`config.mk`:
```
export PLATFORM = sky130hd
export DESIGN_NAME = axil_store_link_top
export DESIGN_NICKNAME = d
export VERILOG_FILES = /design/src/axil_link_pkg.sv /design/src/axil_store_packer.sv /design/src/cmd_credit_tx.sv /design/src/cmd_reg_target.sv /design/src/axil_store_link_top.sv
export SDC_FILE = /design/constraint.sdc
export NUM_CORES = 1
export LEC_CHECK = 0
export BUFFER_PORTS_ARGS = -buffer_cell sky130_fd_sc_hd__buf_4
export CELL_PAD_IN_SITES_DETAIL_PLACEMENT = 0
export CELL_PAD_IN_SITES_GLOBAL_PLACEMENT = 1
export CORE_MARGIN = 2
export CORE_UTILIZATION = 41
export DETAILED_ROUTE_END_ITERATION = 10
export PLACE_DENSITY_LB_ADDON = 0.1
export SLEW_MARGIN = 20
export SYNTH_ARGS = -nofsm -noshare
export SYNTH_HDL_FRONTEND = slang
export SYNTH_SLANG_ARGS = --single-unit
```
`constraint.sdc`:
```
create_clock -name clk_i -period 3.5 [get_ports clk_i]
set_input_delay 0.175 -clock clk_i [delete_from_list [all_inputs] [get_ports clk_i]]
set_output_delay 0.175 -clock clk_i [all_outputs]
set_load 0.01 [all_outputs]
```
`src/axil_link_pkg.sv`:
```
// ==================================================
// Shared widths and the command word layout for the
// AXI4-Lite to register target link. Modules take
// these by a wildcard import in their header.
// ==================================================

package axil_link_pkg;

  // AXI4-Lite side
  localparam int axil_addr_width_c = 32;
  localparam int axil_data_width_c = 32;

  // Command word fields
  localparam int payload_data_width_c = 8;
  localparam int payload_addr_width_c =
    axil_data_width_c - payload_data_width_c - 1;

  // Only OKAY is ever returned on bresp and rresp
  localparam logic [1:0] axi_resp_okay_c = 2'b00;

  // One command word on the link, same layout at both ends
  // Reads carry zero in the data field
  typedef struct packed {
    logic                            write_not_read;
    logic [payload_addr_width_c-1:0] addr;
    logic [payload_data_width_c-1:0] data;
  } cmd_word_s;

endpackage

```
`src/axil_store_packer.sv`:
```
// ==================================================
// AXI4-Lite slave front end. Packs each write or read
// into one command word, one transaction at a time,
// and hands the read byte back on the R channel.
// ==================================================
`timescale 1ns/1ps

module axil_store_packer
  import axil_link_pkg::*;
(
  input  logic                         clk_i,
  input  logic                         reset_i,

  // Write address
  input  logic [axil_addr_width_c-1:0] s_axil_awaddr_i,
  input  logic                         s_axil_awvalid_i,
  output logic                         s_axil_awready_o,

  // Write data
  input  logic [axil_data_width_c-1:0] s_axil_wdata_i,
  input  logic                         s_axil_wvalid_i,
  output logic                         s_axil_wready_o,

  // Write response
  output logic [1:0]                   s_axil_bresp_o,
  output logic                         s_axil_bvalid_o,
  input  logic                         s_axil_bready_i,

  // Read address
  input  logic [axil_addr_width_c-1:0] s_axil_araddr_i,
  input  logic                         s_axil_arvalid_i,
  output logic                         s_axil_arready_o,

  // Read data
  output logic [axil_data_width_c-1:0] s_axil_rdata_o,
  output logic [1:0]                   s_axil_rresp_o,
  output logic                         s_axil_rvalid_o,
  input  logic                         s_axil_rready_i,

  // Command channel to the credit sender
  output cmd_word_s                    cmd_o,
  output logic                         cmd_v_o,
  input  logic                         cmd_ready_i,

  // Read responses from the target
  input  logic [payload_data_width_c-1:0] resp_data_i,
  input  logic                         resp_v_i,
  output logic                         resp_ready_o
);

  typedef enum logic [2:0] {
    state_idle,
    state_write_req,
    state_read_req,
    state_read_resp,
    state_write_resp
  } state_e;

  state_e    state_r;
  state_e    state_n;
  cmd_word_s write_cmd;
  cmd_word_s read_cmd;

  // No error responses
  assign s_axil_bresp_o = axi_resp_okay_c;
  assign s_axil_rresp_o = axi_resp_okay_c;

  // Read byte goes straight through, zero-extended
  assign s_axil_rdata_o =
    {{(axil_data_width_c - payload_data_width_c){1'b0}}, resp_data_i};
  assign resp_ready_o = s_axil_rready_i;

  assign write_cmd.write_not_read = 1'b1;
  assign write_cmd.addr           = s_axil_awaddr_i[payload_addr_width_c-1:0];
  assign write_cmd.data           = s_axil_wdata_i[payload_data_width_c-1:0];

  assign read_cmd.write_not_read = 1'b0;
  assign read_cmd.addr           = s_axil_araddr_i[payload_addr_width_c-1:0];
  assign read_cmd.data           = '0;

  always_comb
  begin
    s_axil_awready_o = 1'b0;
    s_axil_wready_o  = 1'b0;
    s_axil_arready_o = 1'b0;
    s_axil_bvalid_o  = 1'b0;
    s_axil_rvalid_o  = 1'b0;
    cmd_o            = '0;
    cmd_v_o          = 1'b0;
    state_n          = state_r;

    case (state_r)
      state_idle:
      begin
        // Write wins when both halves are present
        if (s_axil_awvalid_i && s_axil_wvalid_i)
          state_n = state_write_req;
        else if (s_axil_arvalid_i)
          state_n = state_read_req;
      end

      state_write_req:
      begin
        cmd_v_o          = 1'b1;
        cmd_o            = write_cmd;
        s_axil_awready_o = cmd_ready_i;
        s_axil_wready_o  = cmd_ready_i;
        if (cmd_ready_i)
          state_n = state_write_resp;
      end

      state_read_req:
      begin
        cmd_v_o          = 1'b1;
        cmd_o            = read_cmd;
        s_axil_arready_o = cmd_ready_i;
        if (cmd_ready_i)
          state_n = state_read_resp;
      end

      state_read_resp:
      begin
        s_axil_rvalid_o = resp_v_i;
        if (resp_v_i && s_axil_rready_i)
          state_n = state_idle;
      end

      state_write_resp:
      begin
        s_axil_bvalid_o = 1'b1;
        if (s_axil_bready_i)
          state_n = state_idle;
      end

      default:
      begin
        state_n = state_idle;
      end
    endcase
  end

  always_ff @(posedge clk_i)
  begin
    if (reset_i)
      state_r <= state_idle;
    else
      state_r <= state_n;
  end

  // A stalled command must stay put until the sender takes it
  cmd_hold_a: assert property (@(posedge clk_i) disable iff (reset_i)
    (cmd_v_o && !cmd_ready_i) |=> (cmd_v_o && $stable(cmd_o)))
    else $error("cmd_v_o dropped or cmd_o changed before transfer");

endmodule

```
`src/cmd_credit_tx.sv`:
```
// ==================================================
// Credit-based sender for command words. Accepts a
// word only while credits remain and launches it onto
// the link one cycle later.
// ==================================================
`timescale 1ns/1ps

module cmd_credit_tx
  import axil_link_pkg::*;
#(
  parameter int credits_p = 2
)
(
  input  logic      clk_i,
  input  logic      reset_i,

  input  cmd_word_s cmd_i,
  input  logic      cmd_v_i,
  output logic      cmd_ready_o,

  output cmd_word_s link_word_o,
  output logic      link_v_o,
  input  logic      credit_i
);

  localparam int cnt_width_lp = $clog2(credits_p + 1);

  logic [cnt_width_lp-1:0] credit_cnt_r;
  logic                    accept;
  logic                    link_v_r;
  cmd_word_s               link_word_r;

  assign cmd_ready_o = (credit_cnt_r != '0);
  assign accept      = cmd_v_i & cmd_ready_o;

  assign link_word_o = link_word_r;
  assign link_v_o    = link_v_r;

  // Returned credit and a launch in the same cycle cancel out
  always_ff @(posedge clk_i)
  begin
    if (reset_i)
    begin
      credit_cnt_r <= cnt_width_lp'(credits_p);
      link_v_r     <= 1'b0;
    end
    else
    begin
      link_v_r <= accept;
      if (credit_i && !accept)
        credit_cnt_r <= credit_cnt_r + 1'b1;
      else if (!credit_i && accept)
        credit_cnt_r <= credit_cnt_r - 1'b1;
    end
  end

  always_ff @(posedge clk_i)
  begin
    if (accept)
      link_word_r <= cmd_i;
  end

  // Target must never hand back more credits than it owns
  credit_max_a: assert property (@(posedge clk_i) disable iff (reset_i)
    credit_cnt_r <= cnt_width_lp'(credits_p))
    else $error("credit count above credits_p");

endmodule

```
`src/cmd_reg_target.sv`:
```
// ==================================================
// Far end of the link. Queues incoming command words,
// applies writes to a byte register memory and holds
// read data in a response register until taken.
// ==================================================
`timescale 1ns/1ps

module cmd_reg_target
  import axil_link_pkg::*;
#(
  parameter int credits_p   = 2,
  parameter int mem_words_p = 16
)
(
  input  logic                            clk_i,
  input  logic                            reset_i,

  input  cmd_word_s                       link_word_i,
  input  logic                            link_v_i,
  output logic                            credit_o,

  output logic [payload_data_width_c-1:0] resp_data_o,
  output logic                            resp_v_o,
  input  logic                            resp_ready_i
);

  localparam int ptr_width_lp = (credits_p > 1) ? $clog2(credits_p) : 1;
  localparam int cnt_width_lp = $clog2(credits_p + 1);
  localparam int mem_addr_width_lp = $clog2(mem_words_p);

  cmd_word_s                       queue_r [credits_p];
  logic [ptr_width_lp-1:0]         wr_ptr_r;
  logic [ptr_width_lp-1:0]         rd_ptr_r;
  logic [cnt_width_lp-1:0]         count_r;
  logic [payload_data_width_c-1:0] mem_r [mem_words_p];
  logic [payload_data_width_c-1:0] resp_data_r;
  logic                            resp_v_r;

  cmd_word_s                    head;
  logic [mem_addr_width_lp-1:0] head_idx;
  logic                         pop;

  assign head     = queue_r[rd_ptr_r];
  assign head_idx = head.addr[mem_addr_width_lp-1:0];

  // Reads wait for an empty response register, writes never stall
  assign pop = (count_r != '0) && (head.write_not_read || !resp_v_r);

  assign credit_o    = pop;
  assign resp_data_o = resp_data_r;
  assign resp_v_o    = resp_v_r;

  always_ff @(posedge clk_i)
  begin
    if (reset_i)
    begin
      wr_ptr_r <= '0;
      rd_ptr_r <= '0;
      count_r  <= '0;
    end
    else
    begin
      if (link_v_i)
        wr_ptr_r <= (wr_ptr_r == ptr_width_lp'(credits_p - 1)) ? '0 : wr_ptr_r + 1'b1;
      if (pop)
        rd_ptr_r <= (rd_ptr_r == ptr_width_lp'(credits_p - 1)) ? '0 : rd_ptr_r + 1'b1;
      if (link_v_i && !pop)
        count_r <= count_r + 1'b1;
      else if (!link_v_i && pop)
        count_r <= count_r - 1'b1;
    end
  end

  always_ff @(posedge clk_i)
  begin
    if (link_v_i)
      queue_r[wr_ptr_r] <= link_word_i;
  end

  // Register memory, cleared on reset
  always_ff @(posedge clk_i)
  begin
    if (reset_i)
    begin
      for (int i = 0; i < mem_words_p; i++)
        mem_r[i] <= '0;
    end
    else if (pop && head.write_not_read)
      mem_r[head_idx] <= head.data;
  end

  always_ff @(posedge clk_i)
  begin
    if (reset_i)
      resp_v_r <= 1'b0;
    else if (pop && !head.write_not_read)
      resp_v_r <= 1'b1;
    else if (resp_v_r && resp_ready_i)
      resp_v_r <= 1'b0;
  end

  always_ff @(posedge clk_i)
  begin
    if (pop && !head.write_not_read)
      resp_data_r <= mem_r[head_idx];
  end

  // Sender credit accounting keeps the queue from overflowing
  queue_overflow_a: assert property (@(posedge clk_i) disable iff (reset_i)
    link_v_i |-> (count_r != cnt_width_lp'(credits_p)))
    else $error("link word arrived while command queue full");

endmodule

```
`src/axil_store_link_top.sv`:
```
// ==================================================
// Top level of the AXI4-Lite register link. Wires the
// packer, the credit sender and the register target
// and passes the queue and memory sizes down.
// ==================================================
`timescale 1ns/1ps

module axil_store_link_top
  import axil_link_pkg::*;
#(
  parameter int credits_p   = 2,
  parameter int mem_words_p = 16
)
(
  input  logic                         clk_i,
  input  logic                         reset_i,

  input  logic [axil_addr_width_c-1:0] s_axil_awaddr_i,
  input  logic                         s_axil_awvalid_i,
  output logic                         s_axil_awready_o,

  input  logic [axil_data_width_c-1:0] s_axil_wdata_i,
  input  logic                         s_axil_wvalid_i,
  output logic                         s_axil_wready_o,

  output logic [1:0]                   s_axil_bresp_o,
  output logic                         s_axil_bvalid_o,
  input  logic                         s_axil_bready_i,

  input  logic [axil_addr_width_c-1:0] s_axil_araddr_i,
  input  logic                         s_axil_arvalid_i,
  output logic                         s_axil_arready_o,

  output logic [axil_data_width_c-1:0] s_axil_rdata_o,
  output logic [1:0]                   s_axil_rresp_o,
  output logic                         s_axil_rvalid_o,
  input  logic                         s_axil_rready_i
);

  cmd_word_s                       cmd;
  logic                            cmd_v;
  logic                            cmd_ready;
  cmd_word_s                       link_word;
  logic                            link_v;
  logic                            credit;
  logic [payload_data_width_c-1:0] resp_data;
  logic                            resp_v;
  logic                            resp_ready;

  axil_store_packer axil_store_packer_inst (
    .clk_i            (clk_i),
    .reset_i          (reset_i),
    .s_axil_awaddr_i  (s_axil_awaddr_i),
    .s_axil_awvalid_i (s_axil_awvalid_i),
    .s_axil_awready_o (s_axil_awready_o),
    .s_axil_wdata_i   (s_axil_wdata_i),
    .s_axil_wvalid_i  (s_axil_wvalid_i),
    .s_axil_wready_o  (s_axil_wready_o),
    .s_axil_bresp_o   (s_axil_bresp_o),
    .s_axil_bvalid_o  (s_axil_bvalid_o),
    .s_axil_bready_i  (s_axil_bready_i),
    .s_axil_araddr_i  (s_axil_araddr_i),
    .s_axil_arvalid_i (s_axil_arvalid_i),
    .s_axil_arready_o (s_axil_arready_o),
    .s_axil_rdata_o   (s_axil_rdata_o),
    .s_axil_rresp_o   (s_axil_rresp_o),
    .s_axil_rvalid_o  (s_axil_rvalid_o),
    .s_axil_rready_i  (s_axil_rready_i),
    .cmd_o            (cmd),
    .cmd_v_o          (cmd_v),
    .cmd_ready_i      (cmd_ready),
    .resp_data_i      (resp_data),
    .resp_v_i         (resp_v),
    .resp_ready_o     (resp_ready)
  );

  cmd_credit_tx #(
    .credits_p (credits_p)
  ) cmd_credit_tx_inst (
    .clk_i       (clk_i),
    .reset_i     (reset_i),
    .cmd_i       (cmd),
    .cmd_v_i     (cmd_v),
    .cmd_ready_o (cmd_ready),
    .link_word_o (link_word),
    .link_v_o    (link_v),
    .credit_i    (credit)
  );

  cmd_reg_target #(
    .credits_p   (credits_p),
    .mem_words_p (mem_words_p)
  ) cmd_reg_target_inst (
    .clk_i        (clk_i),
    .reset_i      (reset_i),
    .link_word_i  (link_word),
    .link_v_i     (link_v),
    .credit_o     (credit),
    .resp_data_o  (resp_data),
    .resp_v_o     (resp_v),
    .resp_ready_i (resp_ready)
  );

endmodule

```
# == Word-level counts from Yosys, hierarchy flattened ==
# Memory sizes are Yosys's and may differ from the RTL's. A register that Yosys moved wholly into a read port is not among the register bits.
# Cells that the tools add are included.
# totals
ram_bits,192
wordCells,85
out_inout_bits,41
rom_bits,0
mem_count,2
latch_bits,0
regBits,43
input_bits,103
# classes
div_mod_pow,0
shifts,0
n_eq_ne,9
n_mul,0
reduce_logical,24
bitwise,1
magnitude_cmp,0
add_sub_neg,6
n_mux,33
# memory_table
name,words,width,read_ports,rd_ports_with_merged_regs,wr,line,rtl
cmd_reg_target_inst.mem_r,16,8,1,1,16,cmd_reg_target.sv:35,logic [payload_data_width_c-1:0] mem_r [mem_words_p];
cmd_reg_target_inst.queue_r,2,32,1,1,1,cmd_reg_target.sv:31,cmd_word_s queue_r [credits_p];
# op_table
op,count
case mux 32 bit (2 select lines),1
2-to-1 mux 1 bit,19
2-to-1 mux 3 bit,6
case mux 3 bit (5 select lines),1
nonzero test 2 bit,5
logical AND 1 bit,9
2-to-1 mux 2 bit,4
2-to-1 mux 8 bit,1
OR reduction 8 bit,1
"equality test 3 x 2 -> 1 bit, second input constant",2
"!= test 2 x 1 -> 1 bit, second input constant",3
zero test 1 bit,5
AND reduction 5 bit,1
"adder 2 x 1 -> 2 bit, second input constant",2
2-to-1 mux 4 bit,1
"subtractor 2 x 1 -> 2 bit, second input constant",2
"equality test 3 x 1 -> 1 bit, second input constant",1
"equality test 3 bit, second input constant",1
zero test 3 bit,1
"!= test 3 x 2 -> 1 bit, second input constant",1
"adder 1 bit, second input constant",2
"!= test 2 bit, second input constant",1
OR reduction 2 bit,1
AND 1 bit,1
logical OR 1 bit,1

# == Logic depth before layout (Yosys ltp) ==
# Gate-level depths: netlist of the first run.
# depth
depth_word,9
ltp_mapped,8

# == Modules after synthesis ==
# A second synthesis of the first run with hierarchy kept.
# hier_totals
cells_unflattened,791
hier_area_um2,9746.8
# by_module_without_submodules
module,n_inst,cells_each,area_each_um2,seq_area_each_um2
cmd_reg_target,1,646,7826.3,4984.8
cmd_credit_tx,1,46,1091.0,1021.0
axil_store_packer,1,99,829.5,60.1

# == Least setup slack after synthesis of the first run ==
# OpenSTA, ideal clock, no wires.
# synth_path
path_type,register -> register
startpoint,reg axil_store_packer_inst.state_r[1]
endpoint,reg cmd_credit_tx_inst.credit_cnt_r[1]
synth_period_minus_slack_ns,2.086
arrival_ns,1.953
stages_incl_launch_ff,9
path_slack_ns,1.414
required_time_ns,3.368
path_buffers,1
cell_sequence,dfxtp_1 clkbuf_1 inv_1 nor2_1 o21ai_0 ha_1 xor2_1 o21ai_0 or3b_2
# synth_via
elab_chain_len,7
# synth_lines
item,line,rtl
"start, declared",axil_store_packer.sv:59,state_e state_r;
"start signal, assigned",axil_store_packer.sv:145,state_r <= state_idle;
"start signal, assigned",axil_store_packer.sv:147,state_r <= state_n;
equality test 3 x 1 -> 1 bit / equality test 3 x 2 -> 1 bit (equally long branches),axil_store_packer.sv:92,case (state_r)
OR reduction 2 bit (no line) (*),--,
2-to-1 mux 1 bit (*),axil_store_packer.sv:92,
AND 1 bit (*),cmd_credit_tx.sv:34,assign accept = cmd_v_i & cmd_ready_o;
zero test 1 bit,cmd_credit_tx.sv:50,if (credit_i && !accept)
logical AND 1 bit,cmd_credit_tx.sv:50,
2-to-1 mux 2 bit / nonzero test 2 bit (equally long branches),--,
"end signal, assigned",cmd_credit_tx.sv:44,credit_cnt_r <= cnt_width_lp'(credits_p);
"end signal, assigned",cmd_credit_tx.sv:51,credit_cnt_r <= credit_cnt_r + 1'b1;
"end signal, assigned",cmd_credit_tx.sv:53,credit_cnt_r <= credit_cnt_r - 1'b1;
"end, declared",cmd_credit_tx.sv:28,logic [cnt_width_lp-1:0] credit_cnt_r;
# Every way passes the cells marked *; elsewhere a longest branch is shown, timed or not.
# A chain may end at the register's enable or synchronous reset.

==> results of run 1 <==
==> layout by cell type, fill, tap and decap left out, types with 3 or more instances in the layout <==
cell type	count
nand2_1	10
clkinv_1	3
buf_4	51
a22oi_1	38
dfxtp_1	12
conb_1	28
mux2i_1	41
o21a_1	3
o22ai_1	18
or4_1	8
a21oi_1	19
nor2_1	151
inv_1	6
o21ai_0	6
nand2b_1	19
clkbuf_1	3
clkbuf_16	17
nand3_2	10
and3_1	9
nor2b_1	6
xor2_1	4
edfxtp_1	175
nand3_1	7
==> cell families after synthesis <==
logic type	after synthesis	share of synthesized area, %
AO/OA/AOI/OAI	96	8.01
XOR/XNOR	6	0.645
adder cells (fa/ha/maj)	2	0.307
buffers and inverters	66	4.84
flip-flops	187	67.5
multiplexers	41	5.04
other	1	0.0461
AND/OR/NAND/NOR	233	13.6
==> final cells by class <==
cell class                      instances  area (um^2)
Clock buffer                           20          437
Sequential cell                       187         5500
Multi-Input combinational cell        406         2360
Tap cell                              265          332
Inverter                                6         22.5
Clock inverter                         12          123
Timing Repair Buffer                   51          383
Fill cell                            1797        10300
==> worst max-delay path by stage <==
| stage | start | endpoint | slack (ns) | cells past startpoint |
|---|---|---|---|---|
| 3_5_place_dp | flop | cmd_reg_target_inst.resp_data_o[3]$_DFFE_PP_ | 0.85 | 5 |
| 6_report | flop | cmd_reg_target_inst.resp_data_o[3]$_DFFE_PP_ | 0.82 | 5 |
| 5_1_grt | flop | cmd_reg_target_inst.resp_data_o[1]$_DFFE_PP_ | 0.59 | 5 |
| 3_3_place_gp | flop | cmd_reg_target_inst.resp_data_o[1]$_DFFE_PP_ | 0.83 | 5 |
| 4_1_cts | flop | cmd_reg_target_inst.resp_data_o[3]$_DFFE_PP_ | 0.83 | 5 |
| 2_1_floorplan | axil_store_packer_inst.state_r[1]$_SDFFE_PP0P_ | cmd_credit_tx_inst.credit_cnt_r[1]$_SDFFE_PP1P_ | 1.41 | 8 |
==> sequential cells by signal, summed over array words and instances (netlist names), named ones only <==
| register | cells |
|---|---|
| cmd_reg_target_inst.mem_r | 128 |
| cmd_reg_target_inst.queue_r | 26 |
| cmd_credit_tx_inst.link_word_o | 13 |
| cmd_reg_target_inst.resp_data_o | 8 |
| axil_store_packer_inst.state_r | 3 |
| cmd_credit_tx_inst.credit_cnt_r | 2 |
| cmd_reg_target_inst.count_r | 2 |
| cmd_credit_tx_inst.link_v_o | 1 |
| cmd_reg_target_inst.rd_ptr_r | 1 |
| cmd_reg_target_inst.resp_v_o | 1 |
| cmd_reg_target_inst.wr_ptr_r | 1 |
==> power by group through the flow <==
stage	combinational (mW)	sequential (mW)	clock (mW)
3_5_place_dp	2.11	3.10	0
5_1_grt	2.26	3.09	1.97
4_1_cts	2.11	3.05	1.88
3_3_place_gp	2.07	3.09	0
2_1_floorplan	1.45	3.04	0
6_report	2.08	3.05	1.84
==> routing by layer <==
metal  GRT usage, %  up-vias
li1               -     2339
met1           22.7     2390
met2           28.9      143
met3           3.81       12
met4           4.50        0
met5              0        -
==> through the flow <==
| step | instance area, um^2 | utilization (%) |
|---|---|---|
| final | 9150 | 47.0 |
| after global routing | 9150 | 47.0 |
| after CTS | 9150 | 47.0 |
| after detailed placement | 8590 | 44.1 |
| after global placement | 8590 | 44.1 |
| after floorplan | 8240 | - |
==> tightest hold or removal path: stages <==
cell    delay (ns)
buf_4         0.09
nor2_1        0.04
nor2_1        0.08
nor4_1        0.05
==> impl_metrics.csv, run 1 <==
group,metric,value,unit
placement,placed_cells,915,
clock_tree,cts_resized,0,
routing,drt-wirelength-per-cell,19.0,um
routing,routed_wl,18000,um
floorplanning,io_pins,144,
setup_path,path_max_fanout,14,
global_route,grt_pass1_vias,4778,
clock_tree,clk_latency,0.43,ns
yosys,synth_flop_cell,"edfxtp_1",
sta,rsz0062_at_grt,"false",
power_and_ir_drop,pwr-share-seq,43.7,%
setup_path,crit_required,3.65,ns
power_and_ir_drop,power_switching,2.34,mW
routing,drt-vias-per-instance,5.16,
clock_tree,clkSlewWorstSetupHoldPaths,0.07,ns
yosys,synth_warnings,0,
routing,remaining_drc_errors,0,
power_and_ir_drop,ir_drop,0.000394,V
placement,dp_worst_setup_slack,0.849,ns
layout,fin_cells,947,
sta,clock.fmax,0.373,GHz
yosys,netlist_top_cells_area,"edfxtp_1 65%, nor2_1 7.0%, mux2i_1 5.0%",
sta,tightest_slew,0.895,ns
routing,met2_wirelength,9050,um
clock_tree,clock-sinks,187,
sta,fin_worst_skew,0.0150,ns
routing,vias,4884,
sta,timing.hold.ws,0.0388,ns
clock_tree,postCtsSetupBuffers,0,
global_route,antenna_found_initial,0,
hold_path,hp-class,"primary input to flop",
yosys,synth_cell_types,44,
setup_path,slowest_stage,"a22oi_1",
sta,slew_headroom,40.3,%
yosys,synth_edf_count,175,
floorplanning,core,19500,um^2
run,maxCapViolations,0,
global_route,grt_max_degree,33,
hold_path,hold_path_end,"axil_store_packer_inst.state_r[2]$_SDFFE_PP0P_",
setup_path,regToRegEndpoint,"cmd_reg_target_inst.resp_data_o[3]$_DFFE_PP_",
power_and_ir_drop,p_int,4.63,mW
yosys,synthCells,632,
routing,highest-signal-layer,"met4",
yosys,avgSynthCellArea,12.9,um^2
floorplanning,dieArea,21000,um^2
routing,wl_met1,7830,um
setup_path,critical-path-top-delay-family,"compound AO/OA/AOI/OAI gates",
power_and_ir_drop,p_total,6.97,mW
floorplanning,die_w,145,um
clock_tree,root_buffer,"clkbuf_16",
power_and_ir_drop,swShare,33.6,%
sta,setup_tns,0,ns
placement,hpwl,12000,um
clock_tree,cts_buffers,17,
power_and_ir_drop,leakage,3.38,nW
placement,io_buffer_count,35,
hold_path,whs_path_depth,4,
setup_path,critPathBufInv,1,
setup_path,cp.arrival,2.83,ns
setup_path,setup.worst_path.class,"flop to flop",
hold_path,min_from,"s_axil_bready_i",
setup_path,reg2reg_slack,0.82,ns
power_and_ir_drop,p_comb_share,29.9,%
sta,final.setup.worst_slack,0.816,ns
setup_path,crit_chain,"buf_4 -> nor2_1 -> a22oi_1 -> a21oi_1 -> or4_1",
layout,layout.nets,774,
yosys,syn-cell-area,8140,um^2
sta,setup_violations,0,
placement,gp_congestion,0.774,
layout,n_antenna_cell,0,
setup_path,critical-path-max-stage-delay,0.69,ns
clock_tree,ctsHoldBuffers,0,
yosys,async_flop_share,0,%
setup_path,start_kind,"flop",
power_and_ir_drop,p_clk_share,26.4,%
routing,wl_met3,946,um
routing,first_iter_violations,358,
sta,drv_slew,0,
yosys,yosysTopAreaCell,"edfxtp_1",
yosys,yosys.area.top_type_share,64.5,%
sta,period_minus_slack,2.68,ns
setup_path,end_kind,"flop",
yosys,yosysMostFrequentCell,"edfxtp_1",
clock_tree,clock_path_buffers,2,
clock_tree,cts_tree,"yes",
layout,drive_above_1_share,14.1,%
yosys,yosys-top-cells-count,"175 x edfxtp_1, 151 x nor2_1, 41 x mux2i_1",
routing,firstDrtPassIters,5,
floorplanning,die_h,145,um
yosys,ys_seq_area_share,67.5,%
layout,syn2layout_area_growth,12.4,%
floorplanning,start_util,41.8,%
global_route,grt_pass1_wl,27100,um
routing,final_antenna_net_count,0,
global_route,overflow,0,
global_route,track_usage,17.2,%
clock_tree,ctsHtreeMaxLevel,4,
sta,fin_crit_sh,76.7,%
sta,finalHoldViolCount,0,
status,outcome,"complete, no violations",
floorplanning,rows,51,
power_and_ir_drop,pwr_density_cell,762,nW/um^2
setup_path,r2r_cells,5,
yosys,ys_ff_latch,187,
Power figures use the tool's default switching activity.
==> run 2: changes to the inputs <==
--- a/config.mk
+++ b/config.mk
@@ -5,6 +5,7 @@
 export SDC_FILE = /design/constraint.sdc
 export NUM_CORES = 1
 export LEC_CHECK = 0
+export ABC_AREA = 1
 export BUFFER_PORTS_ARGS = -buffer_cell sky130_fd_sc_hd__buf_4
 export CELL_PAD_IN_SITES_DETAIL_PLACEMENT = 0
 export CELL_PAD_IN_SITES_GLOBAL_PLACEMENT = 1
==> constraint.sdc (replaced) <==
create_clock -name clk_i -period 2.5 [get_ports clk_i]
set_input_delay 0.125 -clock clk_i [delete_from_list [all_inputs] [get_ports clk_i]]
set_output_delay 0.125 -clock clk_i [all_outputs]
set_load 0.01 [all_outputs]
==> run 2 against run 1 <==
  * Sequential share of layout area down 5.5 points
  * Combinational power is 83% higher
  * Power grew 53%
  * Global-route usage increased by 2.2 points
  * Synthesized cell count is 45% higher
  * Final cell count increased by 33%
  * Critical path depth rose by 3
  * Count of clock-buffer cells in the layout rose by 2
  * Sequential cell count stayed put
  * Largest cell class unchanged
  * Largest power group unchanged
  * Highest routed layer unchanged
==> impl_metrics.csv, run 2 <==
group,metric,value,unit
clock_tree,clk_latency,0.43,ns
yosys,ys_ff_latch,187,
hold_path,hold_path_end,"cmd_credit_tx_inst.link_word_o[0]$_DFFE_PP_",
layout,final_cell_mix,"312 x nand2_1, 175 x edfxtp_1, 141 x nor2_1, 69 x buf_4, 68 x nand3_1",
clock_tree,cts_tree,"yes",
global_route,antenna_found_initial,0,
floorplanning,core,21200,um^2
yosys,yosysMostFrequentCell,"nand2_1",
yosys,yosysTopAreaCell,"edfxtp_1",
floorplanning,rows,53,
hold_path,hp-class,"primary input to flop",
yosys,synth_cell_types,32,
sta,period_minus_slack,2.26,ns
floorplanning,io_pins,144,
placement,io_buffer_count,35,
yosys,synthCells,916,
status,outcome,"complete, no violations",
floorplanning,die_w,151,um
layout,largest_register_ffs,128,
yosys,yosys-top-cells-count,"313 x nand2_1, 175 x edfxtp_1, 142 x nor2_1",
power_and_ir_drop,ir_drop,0.000579,V
layout,layout.nets,1074,
layout,top_register,"cmd_reg_target_inst.mem_r",
sta,fin_crit_sh,90.3,%
yosys,synth_edf_count,175,
clock_tree,cts_resized,0,
placement,gp_congestion,0.817,
setup_path,start_kind,"flop",
floorplanning,dieArea,22900,um^2
yosys,netlist_top_cells_area,"edfxtp_1 59%, nand2_1 13%, nor2_1 6.0%",
setup_path,path_max_fanout,19,
sta,setup_tns,0,ns
routing,routed_wl,21000,um
routing,firstDrtPassIters,6,
layout,syn2layout_area_growth,13.3,%
clock_tree,clock_path_buffers,2,
sta,fin_worst_skew,0.0112,ns
yosys,yosys.area.top_type_share,59.1,%
sta,drv_slew,0,
global_route,grt_pass1_vias,6134,
layout,mostFrequentLayoutCell,"nand2_1",
global_route,track_usage,19.4,%
placement,hpwl,14000,um
setup_path,end_kind,"flop",
layout,fill_cells,2009,
global_route,overflow,0,
setup_path,crit_required,2.61,ns
setup_path,reg2reg_slack,0.24,ns
yosys,synth_warnings,0,
floorplanning,die_h,151,um
hold_path,min_from,"s_axil_wdata_i[0]",
power_and_ir_drop,p_total,10.7,mW
global_route,grt_pass1_wl,32800,um
setup_path,r2r_cells,8,
routing,first_iter_violations,368,
yosys,syn-cell-area,8890,um^2
routing,remaining_drc_errors,0,
routing,drt-vias-per-instance,4.94,
clock_tree,ctsHtreeMaxLevel,4,
routing,vias,6205,
yosys,avgSynthCellArea,9.71,um^2
clock_tree,cts_buffers,17,
layout,drive_above_1_share,14.9,%
clock_tree,root_buffer,"clkbuf_16",
clock_tree,clkSlewWorstSetupHoldPaths,0.07,ns
global_route,grt_max_degree,33,
floorplanning,start_util,42.0,%
power_and_ir_drop,pwr_density_cell,1060,nW/um^2
sta,finalHoldViolCount,0,
yosys,synth_flop_cell,"edfxtp_1",
hold_path,whs_path_depth,3,
routing,final_antenna_net_count,0,
sta,setup_violations,0,
run,maxCapViolations,0,
setup_path,cp.arrival,2.36,ns
layout,n_antenna_cell,0,
yosys,async_flop_share,0,%
sta,clock.fmax,0.443,GHz
sta,slew_headroom,48.1,%
setup_path,setup.worst_path.class,"flop to flop",
clock_tree,clock-sinks,187,
sta,tightest_slew,0.778,ns
routing,drt-wirelength-per-cell,16.7,um
setup_path,regToRegEndpoint,"cmd_reg_target_inst.mem_r[15][2]$_SDFFCE_PN0P_",
power_and_ir_drop,leakage,4.59,nW
yosys,ys_seq_area_share,61.8,%
sta,rsz0062_at_grt,"false",
-- run 2: changes by cell type after synthesis, moves of 9 or more --
cell | before | now
nand2b_1 | 19 | 0
and3_1 | 9 | 0
buf_2 | 3 | 22
a22oi_1 | 38 | 0
nand2_4 | 0 | 20
nor2_1 | 151 | 142
nor2_2 | 0 | 10
inv_1 | 6 | 47
nand3_1 | 7 | 68
o22ai_1 | 18 | 0
nand3_2 | 10 | 0
mux2i_1 | 41 | 8
nand2_1 | 10 | 313
-- run 2: stage by stage --
step	instance area (um^2)	hold slack (ns)	cells	util [%]	worst slack, ns
3_5_place_dp	9400	0.376	1213	44.4	0.00168
3_3_place_gp	9400	0.371	1213	44.4	0.0145
5_1_grt	10100	0.0109	1257	47.6	0.0937
2_1_floorplan	8990	0.307	943	-	0.531
6_report	10100	0.00919	1257	47.6	0.243
4_1_cts	10100	0.000324	1255	47.5	0.0116
-- run 2: how the worst max path moves through the flow --
stage	to	slack, ns
final	cmd_reg_target_inst.mem_r[15][2]$_SDFFCE_PN0P_	0.24
after CTS	cmd_reg_target_inst.mem_r[2][0]$_SDFFCE_PN0P_	0.01
after global placement	cmd_reg_target_inst.mem_r[9][1]$_SDFFCE_PN0P_	0.01
after detailed placement	cmd_reg_target_inst.mem_r[2][0]$_SDFFCE_PN0P_	0.002
after global routing	cmd_reg_target_inst.mem_r[11][4]$_SDFFCE_PN0P_	0.09
after floorplan	cmd_credit_tx_inst.credit_cnt_r[1]$_SDFFE_PP1P_	0.53
-- run 2: kinds of logic (layout without fill, tap and decap cells) --
family	Yosys count	after routing	synth area share, %
AOI/OAI and AO/OA	24	24	1.62
xor gates and xnor gates	1	1	0.0985
adders and majority gates	2	2	0.281
buffers and inverters	122	161	7.18
DFF	187	187	61.8
muxes	8	8	0.900
other	1	28	0.0422
and+or+nand+nor	571	571	28.1
-- run 2: area by class of cell --
type                       count  area (um^2)  area share, %
sequential                   187         5500           54.6
clock buffer                  22          474           4.71
clock inverter                10         82.6          0.820
tap                          275          344           3.42
timing repair buffer          79          618           6.14
multi-input combinational    634         2870           28.5
inverter                      50          193           1.91
-- run 2: where the power goes --
part	total, mW	leakage [nW]	internal (mW)	switching [mW]
Combinational	3.80	2.47	1.08	2.72
Sequential	4.29	1.86	4.07	0.215
Clock	2.58	0.266	1.37	1.21
-- run 2: critical path, cell delays in order, from the launching register on --
cell,delay [ns]
dfxtp_1,0.50
buf_4,0.29
nand2_1,0.12
nand2_4,0.11
inv_4,0.11
nor3_4,0.21
buf_4,0.17
nand2_4,0.12
nand2_1,0.29
-- run 2: metal layers --
| metal | vias to the layer above | share of wire [%] | GRT usage, % |
|---|---|---|---|
| li1 | 3036 | - | - |
| met1 | 2995 | 43 | 24.1 |
| met2 | 147 | 51 | 34.7 |
| met3 | 27 | 3.9 | 2.92 |
| met4 | 0 | 1.7 | 6.31 |
| met5 | - | 0 | 0 |
-- run 2: repair_timing --
item                                    4_1_cts  5_1_grt
endpoints found under the hold margin        14        0
setup buffers                                 0        2
endpoints found under the setup margin        0       32
hold buffers                                 10        0
==> run 3: changes to the inputs <==
==> constraint.sdc (replaced) <==
create_clock -name clk_i -period 2.5 [get_ports clk_i]
set_input_delay 0.375 -clock clk_i [delete_from_list [all_inputs] [get_ports clk_i]]
set_output_delay 0.375 -clock clk_i [all_outputs]
set_load 0.01 [all_outputs]
==> run 3 against run 2 <==
  * First-iteration DRC count up 32%
  * Die area unchanged
  * Via count down 1.9%
  * Sequential power about the same
  * Utilization down 0.40 points
  * Largest cell class unchanged
==> impl_metrics.csv, run 3 (synthesized netlist as in run 2, its figures left out) <==
group,metric,value,unit
clock_tree,cts_buffers,17,
setup_path,start_kind,"flop",
global_route,antenna_found_initial,0,
sta,final.setup.worst_slack,0.249,ns
clock_tree,cts_tree,"yes",
clock_tree,clkSlewWorstSetupHoldPaths,0.07,ns
routing,drt-vias-per-instance,4.88,
layout,final_cell_mix,"312 x nand2_1, 175 x edfxtp_1, 142 x nor2_1, 68 x nand3_1, 68 x buf_4",
clock_tree,ctsHtreeMaxLevel,4,
floorplanning,io_pins,144,
clock_tree,postCtsSetupBuffers,0,
sta,clock.fmax,0.444,GHz
clock_tree,clk_latency,0.43,ns
run,maxCapViolations,0,
power_and_ir_drop,pwr_density_cell,1070,nW/um^2
floorplanning,start_util,42.0,%
clock_tree,root_buffer,"clkbuf_16",
sta,drv_slew,0,
setup_path,end_kind,"flop",
layout,fin_cells,1246,
hold_path,hp-class,"primary input to flop",
floorplanning,core,21200,um^2
layout,layout.nets,1063,
layout,top_register,"cmd_reg_target_inst.mem_r",
global_route,track_usage,19.1,%
layout,fill_cells,2008,
routing,drt-wirelength-per-cell,16.6,um
power_and_ir_drop,p_total,10.7,mW
status,outcome,"complete, no violations",
routing,vias,6085,
floorplanning,dieArea,22900,um^2
layout,syn2layout_area_growth,12.3,%
floorplanning,die_w,151,um
sta,slew_headroom,62.2,%
placement,dp_worst_setup_slack,0.232,ns
clock_tree,clock-sinks,187,
floorplanning,rows,53,
sta,setup_tns,0,ns
placement,gp_congestion,0.849,
power_and_ir_drop,ir_drop,0.000568,V
layout,drive_above_1_share,14.5,%
power_and_ir_drop,leakage,4.55,nW
layout,fin_util,47.2,%
sta,fin_crit_sh,90.0,%
setup_path,crit_required,2.59,ns
routing,final_antenna_net_count,0,
floorplanning,die_h,151,um
global_route,overflow,0,
placement,hpwl,14100,um
setup_path,setup.worst_path.class,"flop to flop",
clock_tree,ctsHoldBuffers,0,
placement,placed_cells,1214,
global_route,grt_pass1_vias,6040,
sta,tightest_slew,0.566,ns
sta,finalHoldViolCount,0,
sta,setup_violations,0,
global_route,grt_pass1_wl,32200,um
routing,firstDrtPassIters,5,
sta,period_minus_slack,2.25,ns
setup_path,cp.arrival,2.34,ns
layout,largest_register_ffs,128,
placement,io_buffer_count,35,
clock_tree,cts_resized,0,
clock_tree,clock_path_buffers,2,
routing,first_iter_violations,484,
layout,n_antenna_cell,0,
sta,rsz0062_at_grt,"false",
routing,remaining_drc_errors,0,
setup_path,path_max_fanout,9,
global_route,grt_max_degree,33,
sta,fin_worst_skew,0.00801,ns
routing,routed_wl,20700,um
layout,mostFrequentLayoutCell,"nand2_1",
## run 3: changes by cell type in the layout (fill, tap and decap cells not counted)
cell | before | now
buf_4 | 69 | 68
inv_8 | 1 | 0
clkinv_2 | 1 | 0
nor2_2 | 11 | 10
dlygate4sd3_1 | 10 | 0
clkbuf_8 | 3 | 1
clkbuf_1 | 2 | 5
inv_6 | 3 | 2
nor2_1 | 141 | 142
clkbuf_16 | 17 | 20
clkinv_4 | 2 | 1
## run 3: cell type report
class	instances	area, um^2	area share, %
clock inverters	6	48.8	0.489
well taps	275	344	3.44
repair buffers	68	510	5.11
inverters	50	193	1.93
flip-flops and latches	187	5500	55.0
multi-input cells	634	2860	28.7
clock buffers	26	533	5.34
## run 3: power breakdown
part	switching, mW	internal (mW)	total (mW)
sequential	0.226	4.07	4.30
clock	1.16	1.49	2.65
combinational	2.70	1.06	3.77
total	4.09	6.62	10.7
## run 3: final timing paths
check / from / endpoint / slack, ns / depth (start not counted)
min: reset_i / axil_store_packer_inst.state_r[2]$_SDFFE_PP0P_ / 0.18 / 2
max reg2reg: flop / cmd_reg_target_inst.mem_r[2][2]$_SDFFCE_PN0P_ / 0.25 / 7
max: flop / cmd_reg_target_inst.mem_r[2][2]$_SDFFCE_PN0P_ / 0.25 / 7
min reg2reg: cmd_credit_tx_inst.link_word_o[5]$_DFFE_PP_ / cmd_reg_target_inst.queue_r[1][5]$_DFFE_PP_ / 0.45 / 0
## run 3: layer usage
metal,vias up,global-route usage [%],part of all wire (%)
met4,0,5.19,1.1
met1,2894,24.5,44
met5,-,0,0
met3,20,3.10,3.5
met2,160,33.6,51
li1,3011,-,-
## run 3: per-stage QoR
step           area (um^2)  hold WS, ns
2_1_floorplan         8990        0.421
3_3_place_gp          9410        0.425
3_5_place_dp          9410        0.436
4_1_cts               9990        0.164
5_1_grt               9990        0.159
6_report              9990        0.176
## run 3: worst max-delay path, cell delays in order (launching register included)
cell and delay (ns):
dfxtp_1 0.51, buf_4 0.21, nand2_4 0.05, nand2_4 0.08
nand3_4 0.14, nor3_4 0.44, nand2_4 0.16, nand2_1 0.32
